$ cat config.mk
export PLATFORM = sky130hd
export DESIGN_NAME = periph_top
export DESIGN_NICKNAME = d
export VERILOG_FILES = /design/src/soc_pkg.sv /design/src/bus_fabric.sv /design/src/id_regs.sv /design/src/periph_top.sv /design/src/port_unit.sv /design/src/timer_counter.sv /design/src/timer_fsm.sv /design/src/timer_unit.sv
export SDC_FILE = /design/constraint.sdc
export NUM_CORES = 1
export LEC_CHECK = 0
export CORE_ASPECT_RATIO = 2
export CORE_UTILIZATION = 55
export DETAILED_ROUTE_END_ITERATION = 8
export DONT_BUFFER_PORTS = 1
export HOLD_SLACK_MARGIN = 0.1
export PLACE_DENSITY_LB_ADDON = 0.08
export SYNTH_ARGS = -nofsm -noshare
export SYNTH_HDL_FRONTEND = slang
export SYNTH_HIERARCHICAL = 1
export SYNTH_SLANG_ARGS = --single-unit
export TNS_END_PERCENT = 50
$ cat constraint.sdc
create_clock -name clk -period 6.48 [get_ports clk]
set_clock_uncertainty 0.2 [all_clocks]
set_input_delay 0 -clock clk [delete_from_list [all_inputs] [get_ports clk]]
set_output_delay 0 -clock clk [all_outputs]
set_load 0.02 [all_outputs]
$ cat src/soc_pkg.sv
`default_nettype none

package soc_pkg;

	// Bus geometry
	localparam int DATA_W     = 16; // Read and write data width
	localparam int UNIT_ADR_W = 12; // Upper address bits that pick a unit
	localparam int REG_IDX_W  = 4;  // Low address bits, 16 registers per unit
	localparam int PORT_PAD_W = 8;  // Pad vector width of the port

	// Unit bases, upper 12 address bits
	localparam logic [UNIT_ADR_W-1:0] BASE_IDRG = 12'h010; // ID registers at 0x0100
	localparam logic [UNIT_ADR_W-1:0] BASE_PORT = 12'h011; // Port at 0x0110
	localparam logic [UNIT_ADR_W-1:0] BASE_TIM0 = 12'h012; // Timer 0 at 0x0120

	// ID block offsets
	localparam logic [REG_IDX_W-1:0] IDRG_ID  = 4'd0;
	localparam logic [REG_IDX_W-1:0] IDRG_VER = 4'd1;
	localparam logic [REG_IDX_W-1:0] IDRG_KHZ = 4'd2;

	// Port offsets
	localparam logic [REG_IDX_W-1:0] PORT_OUT = 4'd0;
	localparam logic [REG_IDX_W-1:0] PORT_ENB = 4'd1;
	localparam logic [REG_IDX_W-1:0] PORT_SEL = 4'd2;
	localparam logic [REG_IDX_W-1:0] PORT_INP = 4'd3; // Read only

	// Timer offsets
	localparam logic [REG_IDX_W-1:0] TIM_CTRL   = 4'd0; // Run bit 0, one-shot bit 1
	localparam logic [REG_IDX_W-1:0] TIM_PERIOD = 4'd1;
	localparam logic [REG_IDX_W-1:0] TIM_CMPA   = 4'd2;
	localparam logic [REG_IDX_W-1:0] TIM_CMPB   = 4'd3;
	localparam logic [REG_IDX_W-1:0] TIM_COUNT  = 4'd4; // Live count, read only
	localparam logic [REG_IDX_W-1:0] TIM_FLAGS  = 4'd5; // Write one to clear
	localparam logic [REG_IDX_W-1:0] TIM_PRESC  = 4'd6;

	// Identification values
	localparam logic [DATA_W-1:0] ID_CODE = 16'h1130;
	localparam logic [DATA_W-1:0] VERSION = 16'h0148;
	localparam logic [DATA_W-1:0] CLK_KHZ = 16'd24000; // 24 MHz system clock

	typedef struct packed {
		logic rd; // Read strobe, one cycle
		logic wr; // Write strobe, one cycle
		logic [UNIT_ADR_W+REG_IDX_W-1:0] adr;
		logic [DATA_W-1:0] dat; // Write data
	} bus_req_t;

	typedef struct packed {
		logic idrg;
		logic port;
		logic tim0;
	} unit_sel_t;

	typedef struct packed {
		logic ovf; // Count wrapped to zero, flag bit 2
		logic cma; // Count reached CMPA, flag bit 1
		logic cmb; // Count reached CMPB, flag bit 0
	} tim_evt_t;

	typedef enum logic [1:0] {
		IDLE = 2'd0,
		RUN  = 2'd1,
		DONE = 2'd2 // One-shot finished
	} tim_state_t;

	typedef struct packed {
		logic [PORT_PAD_W-1:0] out; // Pad output value
		logic [PORT_PAD_W-1:0] enb; // Pad drive enable, 0 is high-Z
	} port_pads_t;

endpackage

`default_nettype wire

$ cat src/bus_fabric.sv
`timescale 1ns/1ns
`default_nettype none

module bus_fabric import soc_pkg::*; (
	input wire clk,
	input wire rst_i,
	input wire bus_req_t bus_req_i,
	output unit_sel_t sel_o,
	output logic [REG_IDX_W-1:0] idx_o,
	output logic rd_o,
	output logic wr_o,
	output logic [DATA_W-1:0] wdat_o,
	input wire [DATA_W-1:0] bdatr_idrg_i,
	input wire [DATA_W-1:0] bdatr_port_i,
	input wire [DATA_W-1:0] bdatr_tim0_i,
	output logic [DATA_W-1:0] bdatr_o
);

	logic [UNIT_ADR_W-1:0] unit_adr; // Upper address field
	logic acc; // Any access this cycle

	assign unit_adr = bus_req_i.adr[REG_IDX_W +: UNIT_ADR_W];
	assign acc = bus_req_i.rd | bus_req_i.wr;

	// Selects stay quiet between accesses
	always_comb begin
		sel_o.idrg = acc && (unit_adr == BASE_IDRG);
		sel_o.port = acc && (unit_adr == BASE_PORT);
		sel_o.tim0 = acc && (unit_adr == BASE_TIM0);
	end

	assign idx_o = bus_req_i.adr[REG_IDX_W-1:0]; // Register index, unit decodes it
	assign rd_o = bus_req_i.rd;
	assign wr_o = bus_req_i.wr;
	assign wdat_o = bus_req_i.dat;

	// Unselected units hold zero, so a plain OR merges them
	assign bdatr_o = bdatr_idrg_i | bdatr_port_i | bdatr_tim0_i;

	a_rd_wr_excl: assert property (@(posedge clk) disable iff (rst_i)
		!(bus_req_i.rd && bus_req_i.wr)); // Master never issues both strobes

	a_sel_onehot: assert property (@(posedge clk) disable iff (rst_i)
		$onehot0(sel_o)); // Bases never overlap

endmodule

`default_nettype wire

$ cat src/id_regs.sv
`timescale 1ns/1ns
`default_nettype none

module id_regs import soc_pkg::*; (
	input wire clk,
	input wire rst_i,
	input wire sel_i,
	input wire rd_i,
	input wire [REG_IDX_W-1:0] idx_i,
	output logic [DATA_W-1:0] bdatr_o
);

	always_ff @(posedge clk) begin
		if (rst_i) begin
			bdatr_o <= '0;
		end else if (sel_i && rd_i) begin
			case (idx_i)
				IDRG_ID:  bdatr_o <= ID_CODE; // Chip family code
				IDRG_VER: bdatr_o <= VERSION; // Release number
				IDRG_KHZ: bdatr_o <= CLK_KHZ; // Clock rate for software delays
				default:  bdatr_o <= '0; // Unused offsets read zero
			endcase
		end else begin
			bdatr_o <= '0; // Idle or other unit, stay off the OR bus
		end
	end

endmodule

`default_nettype wire

$ cat src/periph_top.sv
`timescale 1ns/1ns
`default_nettype none

module periph_top import soc_pkg::*; #(
	parameter int PORT_W = 8, // Port width, matches the pad struct
	parameter int CNT_W = 16  // Timer counter width
) (
	input wire clk,
	input wire rst_i,
	input wire bus_req_t bus_req_i,
	output logic [DATA_W-1:0] bdatr_o,
	input wire [2*PORT_W-1:0] port_pin_i,
	output port_pads_t port_pads_o,
	output logic tim0_pwma_o,
	output logic tim0_pwmb_o,
	output logic tim0_irq_o
);

	unit_sel_t sel; // One select per unit
	logic [REG_IDX_W-1:0] idx;
	logic rd;
	logic wr;
	logic [DATA_W-1:0] wdat;
	logic [DATA_W-1:0] bdatr_idrg;
	logic [DATA_W-1:0] bdatr_port;
	logic [DATA_W-1:0] bdatr_tim0;

	bus_fabric i_fabric (
		.clk(clk),
		.rst_i(rst_i),
		.bus_req_i(bus_req_i),
		.sel_o(sel),
		.idx_o(idx),
		.rd_o(rd),
		.wr_o(wr),
		.wdat_o(wdat),
		.bdatr_idrg_i(bdatr_idrg),
		.bdatr_port_i(bdatr_port),
		.bdatr_tim0_i(bdatr_tim0),
		.bdatr_o(bdatr_o)
	);

	id_regs i_idrg (
		.clk(clk),
		.rst_i(rst_i),
		.sel_i(sel.idrg),
		.rd_i(rd),
		.idx_i(idx),
		.bdatr_o(bdatr_idrg)
	);

	port_unit #(
		.PORT_W(PORT_W)
	) i_port (
		.clk(clk),
		.rst_i(rst_i),
		.sel_i(sel.port),
		.rd_i(rd),
		.wr_i(wr),
		.idx_i(idx),
		.wdat_i(wdat),
		.port_pin_i(port_pin_i),
		.port_pads_o(port_pads_o),
		.bdatr_o(bdatr_port)
	);

	timer_unit #(
		.CNT_W(CNT_W)
	) i_tim0 (
		.clk(clk),
		.rst_i(rst_i),
		.sel_i(sel.tim0),
		.rd_i(rd),
		.wr_i(wr),
		.idx_i(idx),
		.wdat_i(wdat),
		.pwma_o(tim0_pwma_o),
		.pwmb_o(tim0_pwmb_o),
		.tim_irq_o(tim0_irq_o),
		.bdatr_o(bdatr_tim0)
	);

endmodule

`default_nettype wire

$ cat src/port_unit.sv
`timescale 1ns/1ns
`default_nettype none

module port_unit import soc_pkg::*; #(
	parameter int PORT_W = 8
) (
	input wire clk,
	input wire rst_i,
	input wire sel_i,
	input wire rd_i,
	input wire wr_i,
	input wire [REG_IDX_W-1:0] idx_i,
	input wire [DATA_W-1:0] wdat_i,
	input wire [2*PORT_W-1:0] port_pin_i,
	output port_pads_t port_pads_o,
	output logic [DATA_W-1:0] bdatr_o
);

	logic [PORT_W-1:0] out_q; // Output latch
	logic [PORT_W-1:0] enb_q; // Drive enable per bit
	logic [PORT_W-1:0] sel_q; // 1 picks the low pin, 0 the high pin
	logic [PORT_W-1:0] pin_lo;
	logic [PORT_W-1:0] pin_hi;
	logic [PORT_W-1:0] inp_mux; // Selected pin per bit
	logic [PORT_W-1:0] inp_q; // Sampled input, one cycle old

	assign pin_lo = port_pin_i[PORT_W-1:0];
	assign pin_hi = port_pin_i[2*PORT_W-1:PORT_W];
	assign inp_mux = (pin_lo & sel_q) | (pin_hi & ~sel_q); // Bit i from pin i or i+PORT_W

	// Control registers, pins high-Z out of reset
	always_ff @(posedge clk) begin
		if (rst_i) begin
			out_q <= '0;
			enb_q <= '0;
			sel_q <= '1; // Low pins by default
		end else if (sel_i && wr_i) begin
			case (idx_i)
				PORT_OUT: out_q <= wdat_i[PORT_W-1:0];
				PORT_ENB: enb_q <= wdat_i[PORT_W-1:0];
				PORT_SEL: sel_q <= wdat_i[PORT_W-1:0];
				default: ; // PORT_INP and unused offsets ignore writes
			endcase
		end
	end

	// Input synchronizer stage
	always_ff @(posedge clk) begin
		inp_q <= inp_mux;
	end

	// Registered read word
	always_ff @(posedge clk) begin
		if (rst_i) begin
			bdatr_o <= '0;
		end else if (sel_i && rd_i) begin
			case (idx_i)
				PORT_OUT: bdatr_o <= DATA_W'(out_q);
				PORT_ENB: bdatr_o <= DATA_W'(enb_q);
				PORT_SEL: bdatr_o <= DATA_W'(sel_q);
				PORT_INP: bdatr_o <= DATA_W'(inp_q);
				default:  bdatr_o <= '0;
			endcase
		end else begin
			bdatr_o <= '0;
		end
	end

	assign port_pads_o.out = out_q; // Pad model applies enb
	assign port_pads_o.enb = enb_q;

endmodule

`default_nettype wire

$ cat src/timer_counter.sv
`timescale 1ns/1ns
`default_nettype none

module timer_counter import soc_pkg::*; #(
	parameter int CNT_W = 16
) (
	input wire clk,
	input wire rst_i,
	input wire count_en_i,
	input wire [CNT_W-1:0] presc_i,
	input wire [CNT_W-1:0] period_i,
	input wire [CNT_W-1:0] cmpa_i,
	input wire [CNT_W-1:0] cmpb_i,
	output logic [CNT_W-1:0] count_o,
	output tim_evt_t evt_o,
	output logic pwma_o,
	output logic pwmb_o
);

	logic [CNT_W-1:0] presc_cnt; // Clocks since last tick
	logic [CNT_W-1:0] count_q;
	logic [CNT_W-1:0] count_nxt; // Count after the coming tick
	logic tick; // One every PRESC+1 clocks
	logic wrap; // Count sits at the period

	assign tick = count_en_i && (presc_cnt >= presc_i); // >= survives a smaller PRESC write
	assign wrap = (count_q == period_i);
	assign count_nxt = wrap ? '0 : count_q + 1'b1;

	always_ff @(posedge clk) begin
		if (rst_i || !count_en_i) begin
			presc_cnt <= '0; // Held at zero while stopped
			count_q <= '0;
		end else if (tick) begin
			presc_cnt <= '0;
			count_q <= count_nxt;
		end else begin
			presc_cnt <= presc_cnt + 1'b1;
		end
	end

	// Event pulses last the tick cycle only
	always_comb begin
		evt_o.ovf = tick && wrap;
		evt_o.cma = tick && (count_nxt == cmpa_i);
		evt_o.cmb = tick && (count_nxt == cmpb_i);
	end

	assign pwma_o = count_en_i && (count_q < cmpa_i); // Duty of CMPA out of PERIOD+1
	assign pwmb_o = count_en_i && (count_q < cmpb_i);
	assign count_o = count_q;

	// Once inside the period, the count stays inside while PERIOD is unchanged
	a_cnt_in_period: assert property (@(posedge clk) disable iff (rst_i)
		count_en_i && $past(count_en_i) && $stable(period_i) &&
		$past(count_q <= period_i) |-> count_q <= period_i);

endmodule

`default_nettype wire

$ cat src/timer_fsm.sv
`timescale 1ns/1ns
`default_nettype none

module timer_fsm import soc_pkg::*; (
	input wire clk,
	input wire rst_i,
	input wire run_i,
	input wire oneshot_i,
	input wire ctrl_wr_i,
	input wire ovf_i,
	output logic count_en_o,
	output tim_state_t state_o
);

	tim_state_t state_q;
	tim_state_t state_nxt;

	always_comb begin
		state_nxt = state_q;
		case (state_q)
			IDLE: begin
				if (run_i) begin
					state_nxt = RUN; // Start counting next cycle
				end
			end
			RUN: begin
				if (!run_i) begin
					state_nxt = IDLE; // Stop wins over a same-cycle wrap
				end else if (oneshot_i && ovf_i) begin
					state_nxt = DONE; // Single period finished
				end
			end
			DONE: begin
				if (ctrl_wr_i) begin
					state_nxt = run_i ? RUN : IDLE; // Rearm or park
				end
			end
			default: state_nxt = IDLE;
		endcase
	end

	always_ff @(posedge clk) begin
		if (rst_i) begin
			state_q <= IDLE;
		end else begin
			state_q <= state_nxt;
		end
	end

	assign count_en_o = (state_q == RUN); // Counter cleared in IDLE and DONE
	assign state_o = state_q;

	a_state_legal: assert property (@(posedge clk) disable iff (rst_i)
		state_q inside {IDLE, RUN, DONE});

endmodule

`default_nettype wire

$ cat src/timer_unit.sv
`timescale 1ns/1ns
`default_nettype none

module timer_unit import soc_pkg::*; #(
	parameter int CNT_W = 16
) (
	input wire clk,
	input wire rst_i,
	input wire sel_i,
	input wire rd_i,
	input wire wr_i,
	input wire [REG_IDX_W-1:0] idx_i,
	input wire [DATA_W-1:0] wdat_i,
	output logic pwma_o,
	output logic pwmb_o,
	output logic tim_irq_o,
	output logic [DATA_W-1:0] bdatr_o
);

	logic run_q; // TIM_CTRL bit 0
	logic oneshot_q; // TIM_CTRL bit 1
	logic ctrl_wr_q; // Control write, aligned with the new run bit
	logic [CNT_W-1:0] period_q;
	logic [CNT_W-1:0] cmpa_q;
	logic [CNT_W-1:0] cmpb_q;
	logic [CNT_W-1:0] presc_q;
	logic [CNT_W-1:0] count;
	tim_evt_t flags_q; // Sticky event flags
	tim_evt_t flag_clr; // Write-one-to-clear mask
	tim_evt_t evt;
	tim_state_t state;
	logic count_en;
	logic wr_hit;

	assign wr_hit = sel_i && wr_i;
	assign flag_clr = (wr_hit && idx_i == TIM_FLAGS) ?
		tim_evt_t'(wdat_i[$bits(tim_evt_t)-1:0]) : '0;

	always_ff @(posedge clk) begin
		if (rst_i) begin
			run_q <= 1'b0;
			oneshot_q <= 1'b0;
			ctrl_wr_q <= 1'b0;
			period_q <= '0;
			cmpa_q <= '0;
			cmpb_q <= '0;
			presc_q <= '0;
			flags_q <= '0;
		end else begin
			ctrl_wr_q <= wr_hit && (idx_i == TIM_CTRL);
			flags_q <= tim_evt_t'((flags_q & ~flag_clr) | evt); // New event beats clear
			if (wr_hit) begin
				case (idx_i)
					TIM_CTRL: begin
						run_q <= wdat_i[0];
						oneshot_q <= wdat_i[1];
					end
					TIM_PERIOD: period_q <= wdat_i[CNT_W-1:0];
					TIM_CMPA:   cmpa_q <= wdat_i[CNT_W-1:0];
					TIM_CMPB:   cmpb_q <= wdat_i[CNT_W-1:0];
					TIM_PRESC:  presc_q <= wdat_i[CNT_W-1:0];
					default: ; // COUNT is read only, FLAGS handled above
				endcase
			end
		end
	end

	// Registered read word, state shown in CTRL bits 3:2
	always_ff @(posedge clk) begin
		if (rst_i) begin
			bdatr_o <= '0;
		end else if (sel_i && rd_i) begin
			case (idx_i)
				TIM_CTRL:   bdatr_o <= DATA_W'({state, oneshot_q, run_q});
				TIM_PERIOD: bdatr_o <= DATA_W'(period_q);
				TIM_CMPA:   bdatr_o <= DATA_W'(cmpa_q);
				TIM_CMPB:   bdatr_o <= DATA_W'(cmpb_q);
				TIM_COUNT:  bdatr_o <= DATA_W'(count);
				TIM_FLAGS:  bdatr_o <= DATA_W'(flags_q);
				TIM_PRESC:  bdatr_o <= DATA_W'(presc_q);
				default:    bdatr_o <= '0;
			endcase
		end else begin
			bdatr_o <= '0;
		end
	end

	assign tim_irq_o = |flags_q; // Summary of all pending flags

	timer_fsm i_fsm (
		.clk(clk),
		.rst_i(rst_i),
		.run_i(run_q),
		.oneshot_i(oneshot_q),
		.ctrl_wr_i(ctrl_wr_q),
		.ovf_i(evt.ovf),
		.count_en_o(count_en),
		.state_o(state)
	);

	timer_counter #(
		.CNT_W(CNT_W)
	) i_counter (
		.clk(clk),
		.rst_i(rst_i),
		.count_en_i(count_en),
		.presc_i(presc_q),
		.period_i(period_q),
		.cmpa_i(cmpa_q),
		.cmpb_i(cmpb_q),
		.count_o(count),
		.evt_o(evt),
		.pwma_o(pwma_o),
		.pwmb_o(pwmb_o)
	);

endmodule

`default_nettype wire
==> impl.org <==
** Yosys
- Synth Warn # :: 6
- Fraction of the yosys area taken by sequential cells :: 0.311
- Biggest area contributors in the synthesized netlist :: sky130_fd_sc_hd__dfxtp_1 31%, sky130_fd_sc_hd__ha_1 5.6%, sky130_fd_sc_hd__o21ai_0 5.1%
- By count the netlist is led by 166 x sky130_fd_sc_hd__dfxtp_1, 108 x sky130_fd_sc_hd__o21ai_0, 106 x sky130_fd_sc_hd__a21oi_1, 83 x sky130_fd_sc_hd__nand3_1, 78 x sky130_fd_sc_hd__nor2_1.
- After synthesis the netlist holds a flip-flop and latch count of 166.
- Leading cell type by number of instances after synthesis :: sky130_fd_sc_hd__dfxtp_1
- Commonest register cell after synthesis :: sky130_fd_sc_hd__dfxtp_1
- sky130_fd_sc_hd__dfxtp_1 takes more of the synthesized area than any other cell.
- Number of flops mapped to enable cells by yosys :: 0
- The average instance in the mapped netlist occupies about 8.5 um^2.
- Of the post-synthesis cell area, the dominant cell type holds 0.311.
- The mapped netlist covers 0.0107 mm^2.
- Counting distinct cell types in the post-synthesis netlist gives 75.
- Cells after Synth :: 1250
- Async S/R FF share, synth :: 0

** Route
- The detailed router finished its first iteration with 740 violations.
- Drc violations :: 0
- Post-detailed-route count of antenna-violating nets :: 0
- Vias per std cell :: 6.39
- The routed design has 38300 um of wire.
- Detail-routed net length per standard cell :: 25.2 um
- Total number of vias :: 9710
- The first TritonRoute pass finished after 5 iterations.

** Floorplanning
- The floorplan step set the die width to 101 um.
- During I/O placement, the number of pins put on the boundary was 87.
- Placement Rows :: 71
- Initial Util :: 0.564
- The die covers 0.0200 mm^2.
- Core ar. :: 0.0189 mm^2
- Height of the chip :: 199 um

** Layout
- In the final layout, the multi-input gates occupy ~0.0064 mm^2.
- Across the whole layout, storage elements account for 0.00332 mm^2.
- Filler instances :: 1663
- From synthesis to final layout, the design area changed by 11.6%.
- For this run, the post-layout net count is about 1300.
- End-of-flow core utilization :: 0.630
- The finished cells cover 0.0119 mm^2.
- In the final layout, the share of cells above drive strength 1 is 0.0793.

** GRT
- The first global-routing pass estimated about 58000 um of wire.
- Number of global-route vias before repair :: 9741
- Antenna violations before repair :: 6
- Total routing resource utilization after global routing :: 0.398
- Entering global routing, the biggest net connects roughly 120 pins.
- Global routing finished with a remaining overflow of 0.

** Worst setup path
- In this run the worst path has a maximum fanout of 50.
- CP top delay family :: buffers and inverters
- CP cell instances :: dlygate4sd3_1, nor4_1, dlygate4sd3_1, o211ai_1, nor4_1, dlygate4sd3_1, buf_4, and4bb_2, nand3_1, dlygate4sd3_1, a21oi_1, dlygate4sd3_1
- CP max stage cell :: sky130_fd_sc_hd__and4bb_2
- Critical path class :: input port to flop
- The worst setup path is captured at a flop.
- The critical path contains buffers and inverters numbering 6 combined.
- Worst stage delay on the critical path :: 1000 ps
- Startpoint kind of the worst setup timing path :: input port
- STA puts the critical path data required time at 6670 ps.
- At the worst endpoint, the arrival time is 4910 ps.
- In this design, the critical path's most frequently occurring cell is sky130_fd_sc_hd__dlygate4sd3_1.
- Setup slack on the worst reg-to-reg path comes out at 2890 ps.

** Timing
- Unrepaired setup endpoints after global routing :: false
- The final count of hold timing violations came to 0.
- Hold is met by around 130 ps.
- Final slew viol count :: 0
- Derived from the worst setup path, the maximum achievable clock frequency is 212 MHz.
- Count of final setup violators :: 0
- Final-layout setup total negative slack :: 0 ps
- Period utilisation layout :: 0.728
- Time the worst path needs with I/O delays and setup :: 4720 ps
- At the pin with the least slew margin, the transition time is 1140 ps.
- Relative slew margins :: 0.242

** Clock network
- After clock tree synthesis, the clock-pin slew on the worst setup and hold paths is 70 ps.
- Insertion delay of the later-clocked pin in the worst-skew pair :: roughly 450 ps
- H-tree Lvls :: 4
- The tree is rooted in a sky130_fd_sc_hd__clkbuf_16.
- Clock net sink count :: ~170
- Counting along the longest clock path gives a buffer depth of 2.
- CTS tree :: yes
- Counting the buffers created by CTS gives 17.
- Post-cts sizing count :: 0

** Place
- Summed over all nets, the half-perimeter wirelength after detailed placement is between 20000 and 25000 um.
- Area of placed instances :: 0.0103 mm^2
- The count of buffers added on input and output ports is 0.
- Placer's final routability congestion estimate :: 0.977

** Power
- Pint :: 1.70 mW
- Clock group share of total power :: 0.479
- Power Total :: 2.22 mW
- Switching share of power :: 0.237
- Leakage dissipation :: roughly 4.5 nW
- Sequential share of power :: 0.460
- Total power per unit cell area :: roughly 190 mW/mm^2
- In this run the power spent charging and discharging nets is 527 uW.
- Logic gate share of total power :: 0.061
- Worst vdd ir :: 0.169 mV

** Flow run
- Reported max-cap violation count :: 0

** Run status
- Result of the run :: finished, final reports clean

** Hold path
- The min-delay analysis places its worst path in the category input port to flop.
worst min-delay path: cells and delay by family:
family / cells / cell delay, ps
AND/OR/NAND/NOR: 1 / 360
AO/OA/AOI/OAI: 2 / 360
sequential cells by signal (all words and copies together), names as in the netlist:
signal                      cells
i_idrg/bdatr_o                  6
i_tim0/period_q                16
i_tim0/bdatr_o                 16
i_tim0/flags_q                  3
i_tim0/i_counter/presc_cnt     16
i_tim0/i_fsm/state_o            2
i_tim0/i_counter/count_o       16
i_tim0/ctrl_wr_q                1
i_tim0/cmpb_q                  16
i_tim0/run_q                    1
i_port/bdatr_o                  8
i_tim0/cmpa_q                  16
i_port/sel_q                    8
i_port/enb_q                    8
i_port/inp_q                    8
i_port/out_q                    8
i_tim0/presc_q                 16
i_tim0/oneshot_q                1
timing repair:
item | CTS | global route
hold endpoints to repair | 134 | 0
hold buffers | 92 | 0
setup buffers | 0 | 0
cell usage in the layout (no fill, tap or decap), drive strengths merged, types with 36 or more instances in the layout:
master,count
a21oi,106
and3b,36
dfxtp,166
dlygate4sd3,88
ha,48
inv,72
mux2i,41
nand2b,39
nand3,83
nor2,79
o21ai,111
xnor2,37
path summary, 6_finish.rpt:
check / start / end / depth (start not counted)
min reg2reg: i_tim0/i_counter/presc_cnt[0] / i_tim0/i_counter/presc_cnt[0] / 1
max reg2reg: i_tim0/presc_q[5] / i_tim0/i_fsm/state_o[0] / 10
min: bus_req_i[16] / i_tim0/period_q[11] / 3
max: bus_req_i[31] / i_tim0/cmpa_q[3] / 12
layer usage:
layer	up-vias	part of all wire	track usage
met5	-	0.0015	0
met4	8	0.11	0.370
met3	214	0.066	0.101
met2	473	0.50	0.704
met1	4579	0.32	0.364
li1	4436	-	-
final cells by class:
cell class              instances  area share
multi-input cells             898       0.535
flip-flops and latches        166       0.279
repair buffers                 99      0.0870
clock buffers                  23      0.0418
well taps                     255      0.0268
inverters                      67      0.0211
clock inverters                 8     0.00914
diodes                          3    0.000630
power groups by stage:
stage                     sequential, mW  clock, mW  combinational (mW)
after CTS                           1.02       1.08               0.130
after global routing                1.02       1.12               0.140
after global placement              1.05          0              0.0549
final                               1.02       1.07               0.135
after floorplan                     1.05          0              0.0922
after detailed placement            1.05          0              0.0552
cell families (layout without fill, tap and decap cells):
logic type | count (synthesis) | count (layout) | synth area share
XOR/XNOR | 58 | 58 | 0.0640
AND/OR/NAND/NOR | 393 | 393 | 0.225
other | 2 | 17 | 0.000703
multiplexers | 66 | 66 | 0.0669
adder cells (fa/ha/maj) | 48 | 48 | 0.0562
flip-flops | 166 | 166 | 0.311
AO/OA/AOI/OAI | 319 | 319 | 0.179
buffers and inverters | 198 | 197 | 0.0969
per-stage QoR:
step,setup WS (ps),cells
floorplan,3790,1262
global placement,3030,1393
detailed placement,2970,1393
CTS,1950,1516
global route,1570,1518
finish,1760,1519
Power figures use the tool's default switching activity.
